$ cat src/source/z80tube_pkg.sv
`default_nettype none

package z80tube_pkg;

  // Card I/O block, matched in address bits 15 down to 4
  localparam logic [15:0] PORT_ID_BASE = 16'hFC10;

  // Low nibble of the local status and control port
  localparam logic [3:0] STATUS_PORT_LSB = 4'hF;

  // Tube register address width, eight registers
  localparam int TUBE_ADR_W = 3;

  // Status byte bit positions
  localparam int STAT_TUBE_RESET_BIT = 7;
  localparam int STAT_INT_ENABLE_BIT = 6;

  // Tube cycle sequencer states, updated on the falling CLK edge
  typedef enum logic [1:0] {
    IDLE = 2'd0,
    S0   = 2'd1,
    S1   = 2'd2,
    S2   = 2'd3
  } tube_state_e;

  // Z80 host bus, all strobes active low
  typedef struct packed {
    logic [15:0] adr;
    logic        rd_b;
    logic        wr_b;
    logic        iorq_b;
    logic        wait_b;
  } host_bus_t;

  // Tube parasite port control lines
  typedef struct packed {
    logic [TUBE_ADR_W-1:0] adr;
    logic                  rnw_b;
    logic                  phi2;
    logic                  cs_b;
    logic                  rst_b;
  } tube_bus_t;

  // Port decode result
  typedef struct packed {
    logic status_sel;
    logic tube_sel;
  } port_sel_t;

endpackage

`default_nettype wire
$ cat src/source/z80tube_top.sv
`timescale 1ns/1ps
`default_nettype none

module z80tube_top import z80tube_pkg::*; (
  input  logic       CLK,
  input  logic       reset_b_w,
  input  host_bus_t  host,
  input  logic [7:0] data_in,
  input  logic [7:0] tube_data_in,
  input  logic       tube_int_b,
  output logic [7:0] data_out,
  output logic       data_oe,
  output logic       int_b,
  output tube_bus_t  tube,
  output logic [7:0] tube_data_out,
  output logic       tube_data_oe
);

  port_sel_t  sel;
  tube_bus_t  tube_ctl;
  logic [7:0] status;
  logic       phi2;
  logic       tube_rst_b;

  // Address decode and host read path
  host_bus_interface host_if_i (
    .host         (host),
    .tube_data_in (tube_data_in),
    .status       (status),
    .sel          (sel),
    .tube_ctl     (tube_ctl),
    .data_out     (data_out),
    .data_oe      (data_oe)
  );

  // PHI2 generation and Tube data direction
  tube_cycle_sequencer seq_i (
    .CLK          (CLK),
    .reset_b_w    (reset_b_w),
    .host         (host),
    .sel          (sel),
    .phi2         (phi2),
    .tube_data_oe (tube_data_oe)
  );

  // Status byte, Tube reset and interrupt gate
  bridge_control_regs ctrl_i (
    .CLK        (CLK),
    .reset_b_w  (reset_b_w),
    .host       (host),
    .sel        (sel),
    .data_in    (data_in),
    .tube_int_b (tube_int_b),
    .status     (status),
    .tube_rst_b (tube_rst_b),
    .int_b      (int_b)
  );

  // Assemble the Tube port from its three sources
  assign tube.adr   = tube_ctl.adr;
  assign tube.rnw_b = tube_ctl.rnw_b;
  assign tube.cs_b  = tube_ctl.cs_b;
  assign tube.phi2  = phi2;
  assign tube.rst_b = tube_rst_b;

  // Host write data goes straight to the Tube bus
  assign tube_data_out = data_in;

endmodule

`default_nettype wire

$ cat src/source/bridge_control_regs.sv
`timescale 1ns/1ps
`default_nettype none

module bridge_control_regs import z80tube_pkg::*; (
  input  logic       CLK,
  input  logic       reset_b_w,
  input  host_bus_t  host,
  input  port_sel_t  sel,
  input  logic [7:0] data_in,
  input  logic       tube_int_b,
  output logic [7:0] status,
  output logic       tube_rst_b,
  output logic       int_b
);

  logic [7:0] status_q;
  logic [7:0] status_d;
  logic       status_wr;
  logic       tube_rst_b_q;

  // Host I/O write to FC1F
  assign status_wr = sel.status_sel && !host.iorq_b && !host.wr_b;

  // Next status value, shared by the byte and the reset flop
  always_comb begin
    status_d = status_q;
    if (status_wr) begin
      status_d = data_in;
    end
  end

  // Written on the falling edge while host data is valid
  always_ff @(negedge CLK) begin
    if (!reset_b_w) begin
      status_q     <= 8'h00;
      tube_rst_b_q <= 1'b0;
    end else begin
      status_q     <= status_d;
      // Tube held in reset while bit 7 is set
      tube_rst_b_q <= !status_d[STAT_TUBE_RESET_BIT];
    end
  end

  assign status     = status_q;
  assign tube_rst_b = tube_rst_b_q;

  // Forward the Tube interrupt only when enabled by bit 6
  assign int_b = !(status_q[STAT_INT_ENABLE_BIT] && !tube_int_b);

endmodule

`default_nettype wire

$ cat src/source/tube_cycle_sequencer.sv
`timescale 1ns/1ps
`default_nettype none

module tube_cycle_sequencer import z80tube_pkg::*; (
  input  logic      CLK,
  input  logic      reset_b_w,
  input  host_bus_t host,
  input  port_sel_t sel,
  output logic      phi2,
  output logic      tube_data_oe
);

  // Falling-edge view of one access
  //   state    IDLE | S0 ... S0 | S1 | S2 | IDLE
  //   negen_f_q      set leaving S0, clear leaving S1
  //   posen_q        same, half a CLK later
  //   phi2           OR of both, 1.5 CLK wide

  tube_state_e state_f_q;
  tube_state_e state_d;
  logic        negen_f_q;
  logic        posen_q;
  logic        wr_b_q;
  logic        done_f_q;
  logic        tube_access;

  // Tube access requested and not yet served in this host cycle
  assign tube_access = !host.iorq_b && sel.tube_sel && !done_f_q;

  always_comb begin
    state_d = state_f_q;
    case (state_f_q)
      IDLE: begin
        if (tube_access) begin
          state_d = S0;
        end
      end
      // Host stretches the cycle here with WAIT
      S0: begin
        if (!host.wait_b) begin
          state_d = S1;
        end
      end
      S1: state_d = S2;
      S2: state_d = IDLE;
      default: state_d = IDLE;
    endcase
  end

  always_ff @(negedge CLK) begin
    if (!reset_b_w) begin
      state_f_q <= IDLE;
      negen_f_q <= 1'b0;
      done_f_q  <= 1'b0;
    end else begin
      state_f_q <= state_d;
      // Rising PHI2 on the edge that leaves S0
      if ((state_f_q == S0) && !host.wait_b) begin
        negen_f_q <= 1'b1;
      end else if (state_f_q == S1) begin
        negen_f_q <= 1'b0;
      end
      // Block a second pulse until IORQ goes high again
      if (state_f_q == S2) begin
        done_f_q <= 1'b1;
      end else if (host.iorq_b) begin
        done_f_q <= 1'b0;
      end
    end
  end

  // Rising-edge copy stretches PHI2 by half a clock
  always_ff @(posedge CLK) begin
    if (!reset_b_w) begin
      posen_q <= 1'b0;
      wr_b_q  <= 1'b1;
    end else begin
      posen_q <= negen_f_q;
      wr_b_q  <= host.wr_b;
    end
  end

  // Built from flop outputs only, so no decode glitches
  assign phi2 = negen_f_q || posen_q;

  // Drive Tube data for writes in the late part of the pulse
  assign tube_data_oe = !wr_b_q && posen_q &&
                        ((state_f_q == S1) || (state_f_q == S2));

endmodule

`default_nettype wire

$ cat src/source/host_bus_interface.sv
`timescale 1ns/1ps
`default_nettype none

module host_bus_interface import z80tube_pkg::*; (
  input  host_bus_t  host,
  input  logic [7:0] tube_data_in,
  input  logic [7:0] status,
  output port_sel_t  sel,
  output tube_bus_t  tube_ctl,
  output logic [7:0] data_out,
  output logic       data_oe
);

  logic port_match;
  logic io_read;

  // Upper twelve address bits pick the sixteen-port block
  assign port_match = (host.adr[15:4] == PORT_ID_BASE[15:4]);

  // FC1F is the local status byte
  assign sel.status_sel = port_match && (host.adr[3:0] == STATUS_PORT_LSB);

  // FC10 to FC17 map onto the eight Tube registers
  assign sel.tube_sel = port_match && !host.adr[3];

  // Z80 I/O read in progress
  assign io_read = !host.iorq_b && !host.rd_b;

  // Chip select follows IORQ while the Tube window is addressed
  assign tube_ctl.cs_b = host.iorq_b || !sel.tube_sel;

  // Read unless an I/O write is under way
  assign tube_ctl.rnw_b = host.iorq_b || host.wr_b;

  // Register address passes straight through
  assign tube_ctl.adr = host.adr[TUBE_ADR_W-1:0];

  // PHI2 and reset come from other blocks, parked at their idle levels here
  assign tube_ctl.phi2  = 1'b0;
  assign tube_ctl.rst_b = 1'b1;

  // Host drives the data bus only for reads of our own ports
  assign data_oe = io_read && (sel.status_sel || sel.tube_sel);

  // Read data mux, status port wins since it never overlaps the Tube window
  always_comb begin
    if (sel.status_sel) begin
      data_out = status;
    end else begin
      data_out = tube_data_in;
    end
  end

endmodule

`default_nettype wire

$ cat config.mk
export PLATFORM = sky130hd
export DESIGN_NAME = z80tube_top
export DESIGN_NICKNAME = d
export VERILOG_FILES = /design/src/source/z80tube_pkg.sv /design/src/source/z80tube_top.sv /design/src/source/bridge_control_regs.sv /design/src/source/tube_cycle_sequencer.sv /design/src/source/host_bus_interface.sv
export SDC_FILE = /design/constraint.sdc
export NUM_CORES = 1
export LEC_CHECK = 0
export BUFFER_PORTS_ARGS = -buffer_cell sky130_fd_sc_hd__buf_2
export CORE_MARGIN = 10
export CORE_UTILIZATION = 41
export DETAILED_ROUTE_END_ITERATION = 16
export HOLD_SLACK_MARGIN = 0.03
export MAX_ROUTING_LAYER = met4
export PLACE_DENSITY = 0.79
export RECOVER_POWER = 100
export SLEW_MARGIN = 20
export SYNTH_ARGS = -nofsm -noshare
export SYNTH_HDL_FRONTEND = slang
export SYNTH_SLANG_ARGS = --single-unit
$ cat constraint.sdc
create_clock -name CLK -period 2.7 [get_ports CLK]
set_clock_uncertainty 0.15 [all_clocks]
set_input_delay 0.54 -clock CLK [delete_from_list [all_inputs] [get_ports CLK]]
set_output_delay 0.54 -clock CLK [all_outputs]
set_load 0.1 [all_outputs]
==> results of run 1 <==
state kept, by name (all words and copies together), names as in the netlist, named ones only:
name / flops
seq_i.negen_f_q: 1
seq_i.state_f_q: 2
seq_i.posen_q: 1
ctrl_i.tube_rst_b: 1
seq_i.done_f_q: 1
seq_i.wr_b_q: 1
ctrl_i.status: 7
cell usage in the layout, fill, tap and decap left out, drive strengths merged, types with 4 or more instances in the layout:
cell    count
o21ai       8
a21oi      11
nand3       9
buf        80
inv        19
dfxtp      15
or3         4
clkbuf     17
ha          5
mux2        8
nor2        5
worst reg2reg max path, delay by kind of cell (launching register included):
family,cells,cell delay (ns)
buffers and inverters,1,0.08
DFF,1,0.30
and+or+nand+nor,1,0.04
cells in the mapped netlist:
library cell	count
a2111oi_4	1
a21o_1	1
a21oi_1	11
a311oi_1	1
and2_1	1
and3_1	1
buf_1	1
buf_4	13
buf_6	1
clkbuf_1	1
dfxtp_1	15
ha_1	5
inv_1	7
mux2_2	8
nand2_1	1
nand2b_1	2
nand3_1	9
nand4_1	2
nand4bb_1	1
nor2_1	5
nor3_2	1
nor3b_1	1
nor4_4	1
o21ai_0	7
o21ai_2	1
o22ai_1	1
o41ai_4	1
or2_2	3
or3_1	3
or4b_4	1
per-layer routing:
layer	share of wire, %	GRT usage (%)	wire length (microns)
met1	30	17.4	1490
met3	10	7.89	496
met5	0	-	0
met4	6.5	16.0	325
met2	54	33.3	2670
timing repair:
item,in CTS,in global routing
endpoints found under the hold margin,0,0
gates cloned,1,0
pin swaps,3,2
setup buffers,7,3
endpoints found under the setup margin,25,25
gates resized for setup,26,11
kinds of logic after synthesis:
kind of cell	Yosys count	synth area share, %
buffers and inverters	23	14.6
AND/OR/NAND/NOR	32	21.1
flip-flops	15	30.7
AO/OA/AOI/OAI	24	18.0
adder cells (fa/ha/maj)	5	6.39
multiplexers	8	9.21
area by class of cell:
type | instances | area, sq um | area share (%)
timing repair buffer | 93 | 771 | 40.3
multi-input combinational | 70 | 683 | 35.8
sequential | 15 | 319 | 16.7
clock inverter | 13 | 48.8 | 2.55
tap | 28 | 35.0 | 1.83
clock buffer | 4 | 26.3 | 1.38
inverter | 6 | 25.0 | 1.31
antenna | 1 | 2.50 | 0.131
metrics by stage:
step	instances	TNS, ns
3_5_place_dp	202	-11.82
3_3_place_gp	202	-11.10
4_1_cts	226	-11.17
2_1_floorplan	107	-9.51
5_1_grt	229	-12.31
6_report	230	-11.64
report_power, final:
group	switching, mW	total, mW	internal (mW)
Clock	0.148	0.231	0.0832
Combinational	0.277	0.451	0.174
Sequential	0.0200	0.261	0.241
Total	0.445	0.942	0.498
how the worst max path moves through the flow:
| stage | to | slack (ns) | cells past startpoint |
|---|---|---|---|
| 5_1_grt | tube_data_oe | -0.78 | 5 |
| 4_1_cts | tube_data_oe | -0.68 | 5 |
| 3_3_place_gp | ctrl_i.tube_rst_b | -0.87 | 5 |
| 6_report | tube_data_oe | -0.73 | 5 |
| 2_1_floorplan | tube_data_oe | -0.76 | 3 |
| 3_5_place_dp | seq_i.state_f_q[0] | -0.96 | 6 |
==> impl_metrics.yaml, run 1 <==
cells_and_area:
  nets: 246
  postLayoutCellArea_sq_um: 1910
  drive_gt1_share_pct: 66.2
  area_delta_synth_final_pct: 95.3
  final_core_util_pct: 85.5
  fillers: 130
logic_synthesis:
  synth.area.top_cells: "dfxtp_1 31%, buf_4 10%, mux2_2 9.2%"
  synth_top_cell_by_area: "dfxtp_1"
  synth_area_sq_um: 978
  avgSynthCellArea_sq_um: 9.14
  yosysWarnings: 0
  syn_inst: 107
  synth_top_area_share_pct: 30.7
  synthesis.nets: 151
  synth_seq_cells: 15
  ys_types: 30
  yosysSeqAreaShare_pct: 30.7
power_and_ir_drop:
  ir_drop_mv: 0.453
  power_leakage_nw: 0.904
  power_mw: 0.942
  cellPowerDensity_nw_per_um2: 493
worst_hold_path:
  hold_depth: 2
  hold_end: "seq_i.wr_b_q"
  hold_path_class: "in -> reg"
  min_from: "host[2]"
cts:
  h-tree-depth: 1
  cts_tree: "yes"
  ctsLongestPathBuffers: 2
  cts_made_buffers: 3
  clock_latency_ns: 0.35
  clk_pin_slew_ns: 0.09
  clk_root_buffer_cell: "clkbuf_4"
  holdBufCountCts: 0
  cts_sinks: 15
critical_path:
  crit_path_cell_trace: "inv_4, ha_4, nor2_2, nor3b_4, buf_12"
  cp_slowest_cell: "dfxtp_4"
  regToRegEndpoint: "seq_i.posen_q"
  path_max_fanout: 3
  cp-start-kind: "flip-flop"
  crit_family: "flip-flops"
  critPathKind: "reg -> out"
  endpoint_kind: "primary output"
  reg2reg_slack_ns: 0.62
  timing.critical_path.from: "seq_i.state_f_q[0]"
  path_buf_inv: 2
  r2r-start: "seq_i.negen_f_q"
  worstPathRequired_ns: 2.01
  ff2ff_path_depth: 2
  cpPeakStageDelay_ns: 0.36
  critPathArrivalTime_ns: 2.74
placed_design:
  port_buffers: 64
  placed_area_sq_um: 1650
  place.gp.congestion: 0.749
  post-place-ws_ns: -0.956
  dpl.hpwl_microns: 2950
sta:
  whs_ns: 0.299
  slew_headroom_pct: 19.1
  grt_setup_unrepaired: "yes"
  tightestPinTransition_ns: 1.22
  finalSetupViolCount: 25
  setup_ws_ns: -0.733
  slew_violations: 0
  hold_viol: 0
route:
  antenna_left: 0
  dr.pass1.iters: 4
  drc: 0
  drt_iter0_drc: 108
  vias_per_cell: 5.45
  wire_per_inst_microns: 21.6
  num_vias: 1253
  finalWirelength_microns: 4980
status:
  status: "finished, violations left"
  violations: "setup timing"
floorplanning:
  core_area_sq_um: 2230
  rows: 17
  start_util_pct: 43.8
  dieArea_sq_um: 4740
  die_height_microns: 68.9
  ios: 65
  die_w_microns: 68.9
grt:
  grt_usage_pct: 19.9
  antenna_found_initial: 0
  grt_overflow: 0
  grt_max_degree: 13
  grt_pass1_wl_microns: 6760
  first_global_vias: 1376
job:
  maxCapViolations: 0
Power figures use the tool's default switching activity.
==> inputs of run 2 (changes only) <==
- CORE_UTILIZATION: 41 -> 42
- SLEW_MARGIN: 20 -> not set
- SYNTH_HIERARCHICAL: not set -> 1
==> run 2 against run 1 <==
The run still ends with setup timing left. Clock power rose by 20%. Area after synthesis up 1.9%. Die area fell by 0.36%. Setup slack worse by 0.14 ns. Non-clock buffer count shrank 9. Count of clock-buffer cells in the layout unchanged. Hold slack better by 0.037 ns. First-iteration DRC count decreased by 54%. Global-route usage fell by 3.1 points. Sequential power is 13% lower. Largest power group is now the clock network. Largest cell class unchanged. Wire length is 25% lower.
==> impl_metrics.yaml, run 2 <==
cts:
  h-tree-depth: 1
  clk_root_buffer_cell: "clkbuf_4"
  cts_made_buffers: 3
  cts_sinks: 15
  clock_latency_ns: 0.33
  clk_pin_slew_ns: 0.06
  cts_tree: "yes"
  ctsLongestPathBuffers: 2
route:
  wire_per_inst_microns: 17.1
  drt_iter0_drc: 50
  num_vias: 1068
  dr.pass1.iters: 4
  wl_met2_microns: 2150
  finalWirelength_microns: 3720
  drc: 0
  wl_met1_microns: 1270
  antenna_left: 0
  top_layer: "met4"
  vias_per_cell: 4.90
  wl_met3_microns: 258
critical_path:
  regToRegEndpoint: "seq_i/posen_q"
  critPathArrivalTime_ns: 2.36
  path_max_fanout: 2
  cp_slowest_cell: "or4b_4"
  cp-start-kind: "input pin"
  cpPeakStageDelay_ns: 0.54
  ff2ff_path_depth: 2
  reg2reg_slack_ns: 0.48
  endpoint_kind: "flip-flop"
  crit_path_cell_trace: "buf_6, or4b_4, or3_4, nor2_2, or3b_4, a22oi_2, mux2i_1"
  worstPathRequired_ns: 1.48
  r2r-start: "seq_i/negen_f_q"
  critPathKind: "in -> reg"
logic_synthesis:
  avgSynthCellArea_sq_um: 9.32
  synth_area_sq_um: 997
  synthesis.nets: 151
  yosysWarnings: 6
  syn_inst: 107
power_and_ir_drop:
  clkPwrFrac_pct: 37.4
  power_mw: 0.741
  power.internal_mw: 0.436
  cellPowerDensity_nw_per_um2: 409
  switchingPower_mw: 0.305
  pwr-share-comb_pct: 32.2
  swShare_pct: 41.1
  ir_drop_mv: 0.365
  seqPwrFrac_pct: 30.5
  power_leakage_nw: 0.867
worst_hold_path:
  hold_path_class: "reg -> reg"
  hold_depth: 2
  hold_end: "ctrl_i/status[1]"
  min_from: "ctrl_i/status[1]"
floorplanning:
  ios: 65
  die_w_microns: 68.7
  start_util_pct: 44.6
  dieArea_sq_um: 4720
  die_height_microns: 68.7
  rows: 17
  core_area_sq_um: 2230
sta:
  slew_headroom_pct: 19.7
  grt_setup_unrepaired: "yes"
  setup_ws_ns: -0.875
  hold_viol: 0
  slew_violations: 0
  tightestPinTransition_ns: 1.21
  fin_tns_setup_ns: -14.27
  finalSetupViolCount: 25
cells_and_area:
  drive_gt1_share_pct: 56.8
  largest_reg_flops: 7
  area_delta_synth_final_pct: 81.4
  num_antenna_cells: 0
  layout_commonest_cell: "buf_2"
  final_cell_mix: "36 x buf_2, 19 x nand2_1, 16 x inv_1"
  nets: 235
  final_cells: 218
grt:
  first_global_vias: 1302
  grt_pass1_wl_microns: 5910
  grt_usage_pct: 16.8
  antenna_found_initial: 0
  grt_max_degree: 19
  grt_overflow: 0
placed_design:
  dpl.cell_count: 200
  port_buffers: 64
  post-place-ws_ns: -1.25
  dpl.hpwl_microns: 2830
  place.gp.congestion: 0.857
status:
  violations: "setup timing"
  status: "finished, violations left"
job:
  maxCapViolations: 0
-- run 2: layout make-up --
class	instances	area [sq um]
repair buffers	84	703
clock inverters	13	48.8
clock buffers	4	47.5
well taps	28	35.0
fillers	147	424
inverters	4	15.0
flip-flops and latches	15	310
multi-input cells	70	649
-- run 2: what timing repair did --
| action | 4_1_cts | 5_1_grt |
|---|---|---|
| gates resized for setup | 19 | 7 |
| endpoints found under the setup margin | 25 | 25 |
| hold buffers | 0 | 0 |
| pin swaps | 1 | 0 |
| buffers inserted | 4 | 0 |
| gates cloned | 1 | 0 |
-- run 2: worst max-delay path by stage --
stage                  from                  to  slack [ns]  cells past startpoint
global route        host[9]  seq_i/state_f_q[1]       -0.93                      7
finish              host[9]  seq_i/state_f_q[0]       -0.87                      7
CTS                 host[9]  seq_i/state_f_q[1]       -0.87                      7
global placement    host[9]  seq_i/state_f_q[1]       -1.19                      7
detailed placement  host[9]  seq_i/state_f_q[1]       -1.25                      7
floorplan           host[9]  seq_i/state_f_q[0]       -1.09                      6
-- run 2: routing by layer --
metal	vias to the layer above	track usage [%]
met2	48	31.7
met4	0	8.37
met3	6	4.51
li1	513	-
met5	-	-
met1	501	15.0
-- run 2: metrics by stage --
step | hold slack (ns) | utilization (%) | area, sq um
6_report | 0.336 | 81.0 | 1810
5_1_grt | 0.366 | 81.0 | 1810
4_1_cts | 0.328 | 81.6 | 1820
3_5_place_dp | 0.316 | 73.3 | 1640
3_3_place_gp | 0.301 | 73.3 | 1640
2_1_floorplan | 0.288 | - | 1090
-- run 2: worst max-delay path: cells and delay by family --
kind                   cells  cell delay, ns
buffers and inverters      1            0.09
multiplexers               1            0.20
AO/OA/AOI/OAI              1            0.19
AND/OR/NAND/NOR            4            1.34
-- run 2: power by group through the flow --
| stage | Sequential, mW | Combinational, mW | Clock [mW] |
|---|---|---|---|
| after floorplan | 0.229 | 0.163 | 0.0344 |
| after global placement | 0.229 | 0.232 | 0.0344 |
| after detailed placement | 0.229 | 0.236 | 0.0344 |
| after CTS | 0.226 | 0.242 | 0.276 |
| after global routing | 0.225 | 0.248 | 0.304 |
| final | 0.226 | 0.238 | 0.277 |
==> inputs of run 3 (changes only) <==
- CORE_UTILIZATION: 42 -> 38
- PLACE_DENSITY: 0.79 -> 0.76
- clock period: 2.7 -> 3.1 ns (I/O delays scaled with it)
==> run 3 against run 2 <==
Hold slack lost 0.012 ns. Final cell count grew 2.3%. Utilization shrank 9.9 points. Die area grew 7.4%. Flip-flop and latch count is the same. Clock power shrank 36%. Largest power group is now combinational logic. The run still ends with setup timing left. Largest cell class unchanged.
==> impl_metrics.yaml, run 3 (synthesized netlist as in run 2, its figures left out) <==
status:
  status: "finished, violations left"
  violations: "setup timing"
placed_design:
  placed_area_sq_um: 1610
  port_buffers: 64
  dpl.hpwl_microns: 2690
  dpl.cell_count: 201
  place.gp.congestion: 0.746
power_and_ir_drop:
  switchingPower_mw: 0.251
  clkPwrFrac_pct: 30.8
  power_mw: 0.578
  power_leakage_nw: 0.858
  power.internal_mw: 0.327
  ir_drop_mv: 0.237
  cellPowerDensity_nw_per_um2: 325
  swShare_pct: 43.4
  pwr-share-comb_pct: 35.1
  seqPwrFrac_pct: 34.1
cts:
  h-tree-depth: 1
  cts_made_buffers: 3
  holdBufCountCts: 0
  clk_pin_slew_ns: 0.04
  cts_sinks: 15
  cts_tree: "yes"
  clock_latency_ns: 0.35
  clk_root_buffer_cell: "clkbuf_4"
  ctsLongestPathBuffers: 2
worst_hold_path:
  hold_end: "ctrl_i/status[4]"
  hold_path_class: "reg -> reg"
  hold_depth: 2
  min_from: "ctrl_i/status[4]"
sta:
  slew_violations: 0
  finalSetupViolCount: 23
  hold_viol: 0
  tightestPinTransition_ns: 1.21
  slew_headroom_pct: 19.4
  grt_setup_unrepaired: "yes"
  setup_ws_ns: -0.789
  whs_ns: 0.324
floorplanning:
  rows: 18
  ios: 65
  start_util_pct: 39.9
  die_w_microns: 71.2
  die_height_microns: 71.2
  core_area_sq_um: 2500
  dieArea_sq_um: 5070
cells_and_area:
  final_cells: 223
  postLayoutCellArea_sq_um: 1780
  final_cell_mix: "37 x buf_2, 19 x nand2_1, 18 x buf_4"
  area_delta_synth_final_pct: 78.2
  drive_gt1_share_pct: 56.5
  fillers: 191
  num_antenna_cells: 0
  nets: 238
  largest_reg_flops: 7
  layout_commonest_cell: "buf_2"
critical_path:
  critPathArrivalTime_ns: 2.46
  endpoint_kind: "flip-flop"
  path_max_fanout: 2
  regToRegEndpoint: "seq_i/posen_q"
  worstPathRequired_ns: 1.67
  reg2reg_slack_ns: 0.68
  cp-start-kind: "input pin"
  ff2ff_path_depth: 2
  critPathKind: "in -> reg"
  r2r-start: "seq_i/negen_f_q"
grt:
  grt_usage_pct: 13.1
  first_global_vias: 1185
  grt_pass1_wl_microns: 5400
  antenna_found_initial: 0
  grt_max_degree: 22
  grt_overflow: 0
route:
  num_vias: 1051
  wire_per_inst_microns: 14.8
  dr.pass1.iters: 4
  drc: 0
  drt_iter0_drc: 20
  antenna_left: 0
  vias_per_cell: 4.71
  finalWirelength_microns: 3310
job:
  maxCapViolations: 0
run 3: cell types whose count changed in the layout (fill, tap and decap cells not counted), moves of 2 or more:
| cell | change |
|---|---|
| and2_0 | -2 |
| buf_12 | -2 |
| and2_1 | +2 |
| buf_4 | +4 |
run 3: area by class of cell:
class                   instances  area [sq um]  share of cell area [%]
repair buffers                 87           693                    39.0
multi-input cells              70           644                    36.3
flip-flops and latches         15           310                    17.5
clock inverters                14          53.8                    3.03
well taps                      30          37.5                    2.11
clock buffers                   3          22.5                    1.27
inverters                       4          15.0                   0.845
run 3: worst max-delay path by stage:
stage                         endpoint     from  cells after the start  slack [ns]
global route        seq_i/state_f_q[0]  host[9]                      7       -0.81
finish              seq_i/state_f_q[1]  host[9]                      7       -0.79
global placement    seq_i/state_f_q[1]  host[9]                      7       -1.08
detailed placement  seq_i/state_f_q[0]  host[9]                      7       -1.19
floorplan           seq_i/state_f_q[0]  host[9]                      6       -0.97
CTS                 seq_i/state_f_q[0]  host[9]                      7       -0.77
run 3: routing by layer:
| layer | global-route usage [%] | share of wire [%] | vias to the layer above | wire length, microns |
|---|---|---|---|---|
| met2 | 22.5 | 51 | 53 | 1670 |
| met3 | 3.86 | 8.0 | 4 | 265 |
| li1 | - | - | 518 | - |
| met5 | - | 0 | - | 0 |
| met1 | 13.3 | 40 | 476 | 1320 |
| met4 | 6.02 | 1.5 | 0 | 49 |
run 3: power by group through the flow:
stage / logic, mW / registers, mW / clock network (mW)
after floorplan: 0.141 / 0.199 / 0.0299
after global placement: 0.201 / 0.200 / 0.0299
after detailed placement: 0.204 / 0.200 / 0.0299
after CTS: 0.209 / 0.197 / 0.186
after global routing: 0.210 / 0.196 / 0.209
final: 0.203 / 0.197 / 0.178
run 3: through the flow:
step	util [%]	worst slack [ns]	setup TNS [ns]
final	71.1	-0.789	-11.37
after global routing	71.1	-0.815	-12.54
after CTS	72.0	-0.769	-11.77
after detailed placement	64.3	-1.19	-11.21
after global placement	64.3	-1.08	-10.71
after floorplan	-	-0.972	-11.70
run 3: critical path: stages:
cell     delay [ns]
buf_6          0.09
or4b_4         0.52
or3_4          0.35
nor2_2         0.09
or3b_4         0.38
a22oi_2        0.20
mux2i_1        0.21
run 3: timing repair:
| item | CTS | global route |
|---|---|---|
| hold endpoints to repair | 0 | 0 |
| setup buffers | 6 | 1 |
| resized for setup | 22 | 7 |
| endpoints found under the setup margin | 23 | 24 |
| gates cloned | 1 | 0 |
| pin swaps | 3 | 1 |
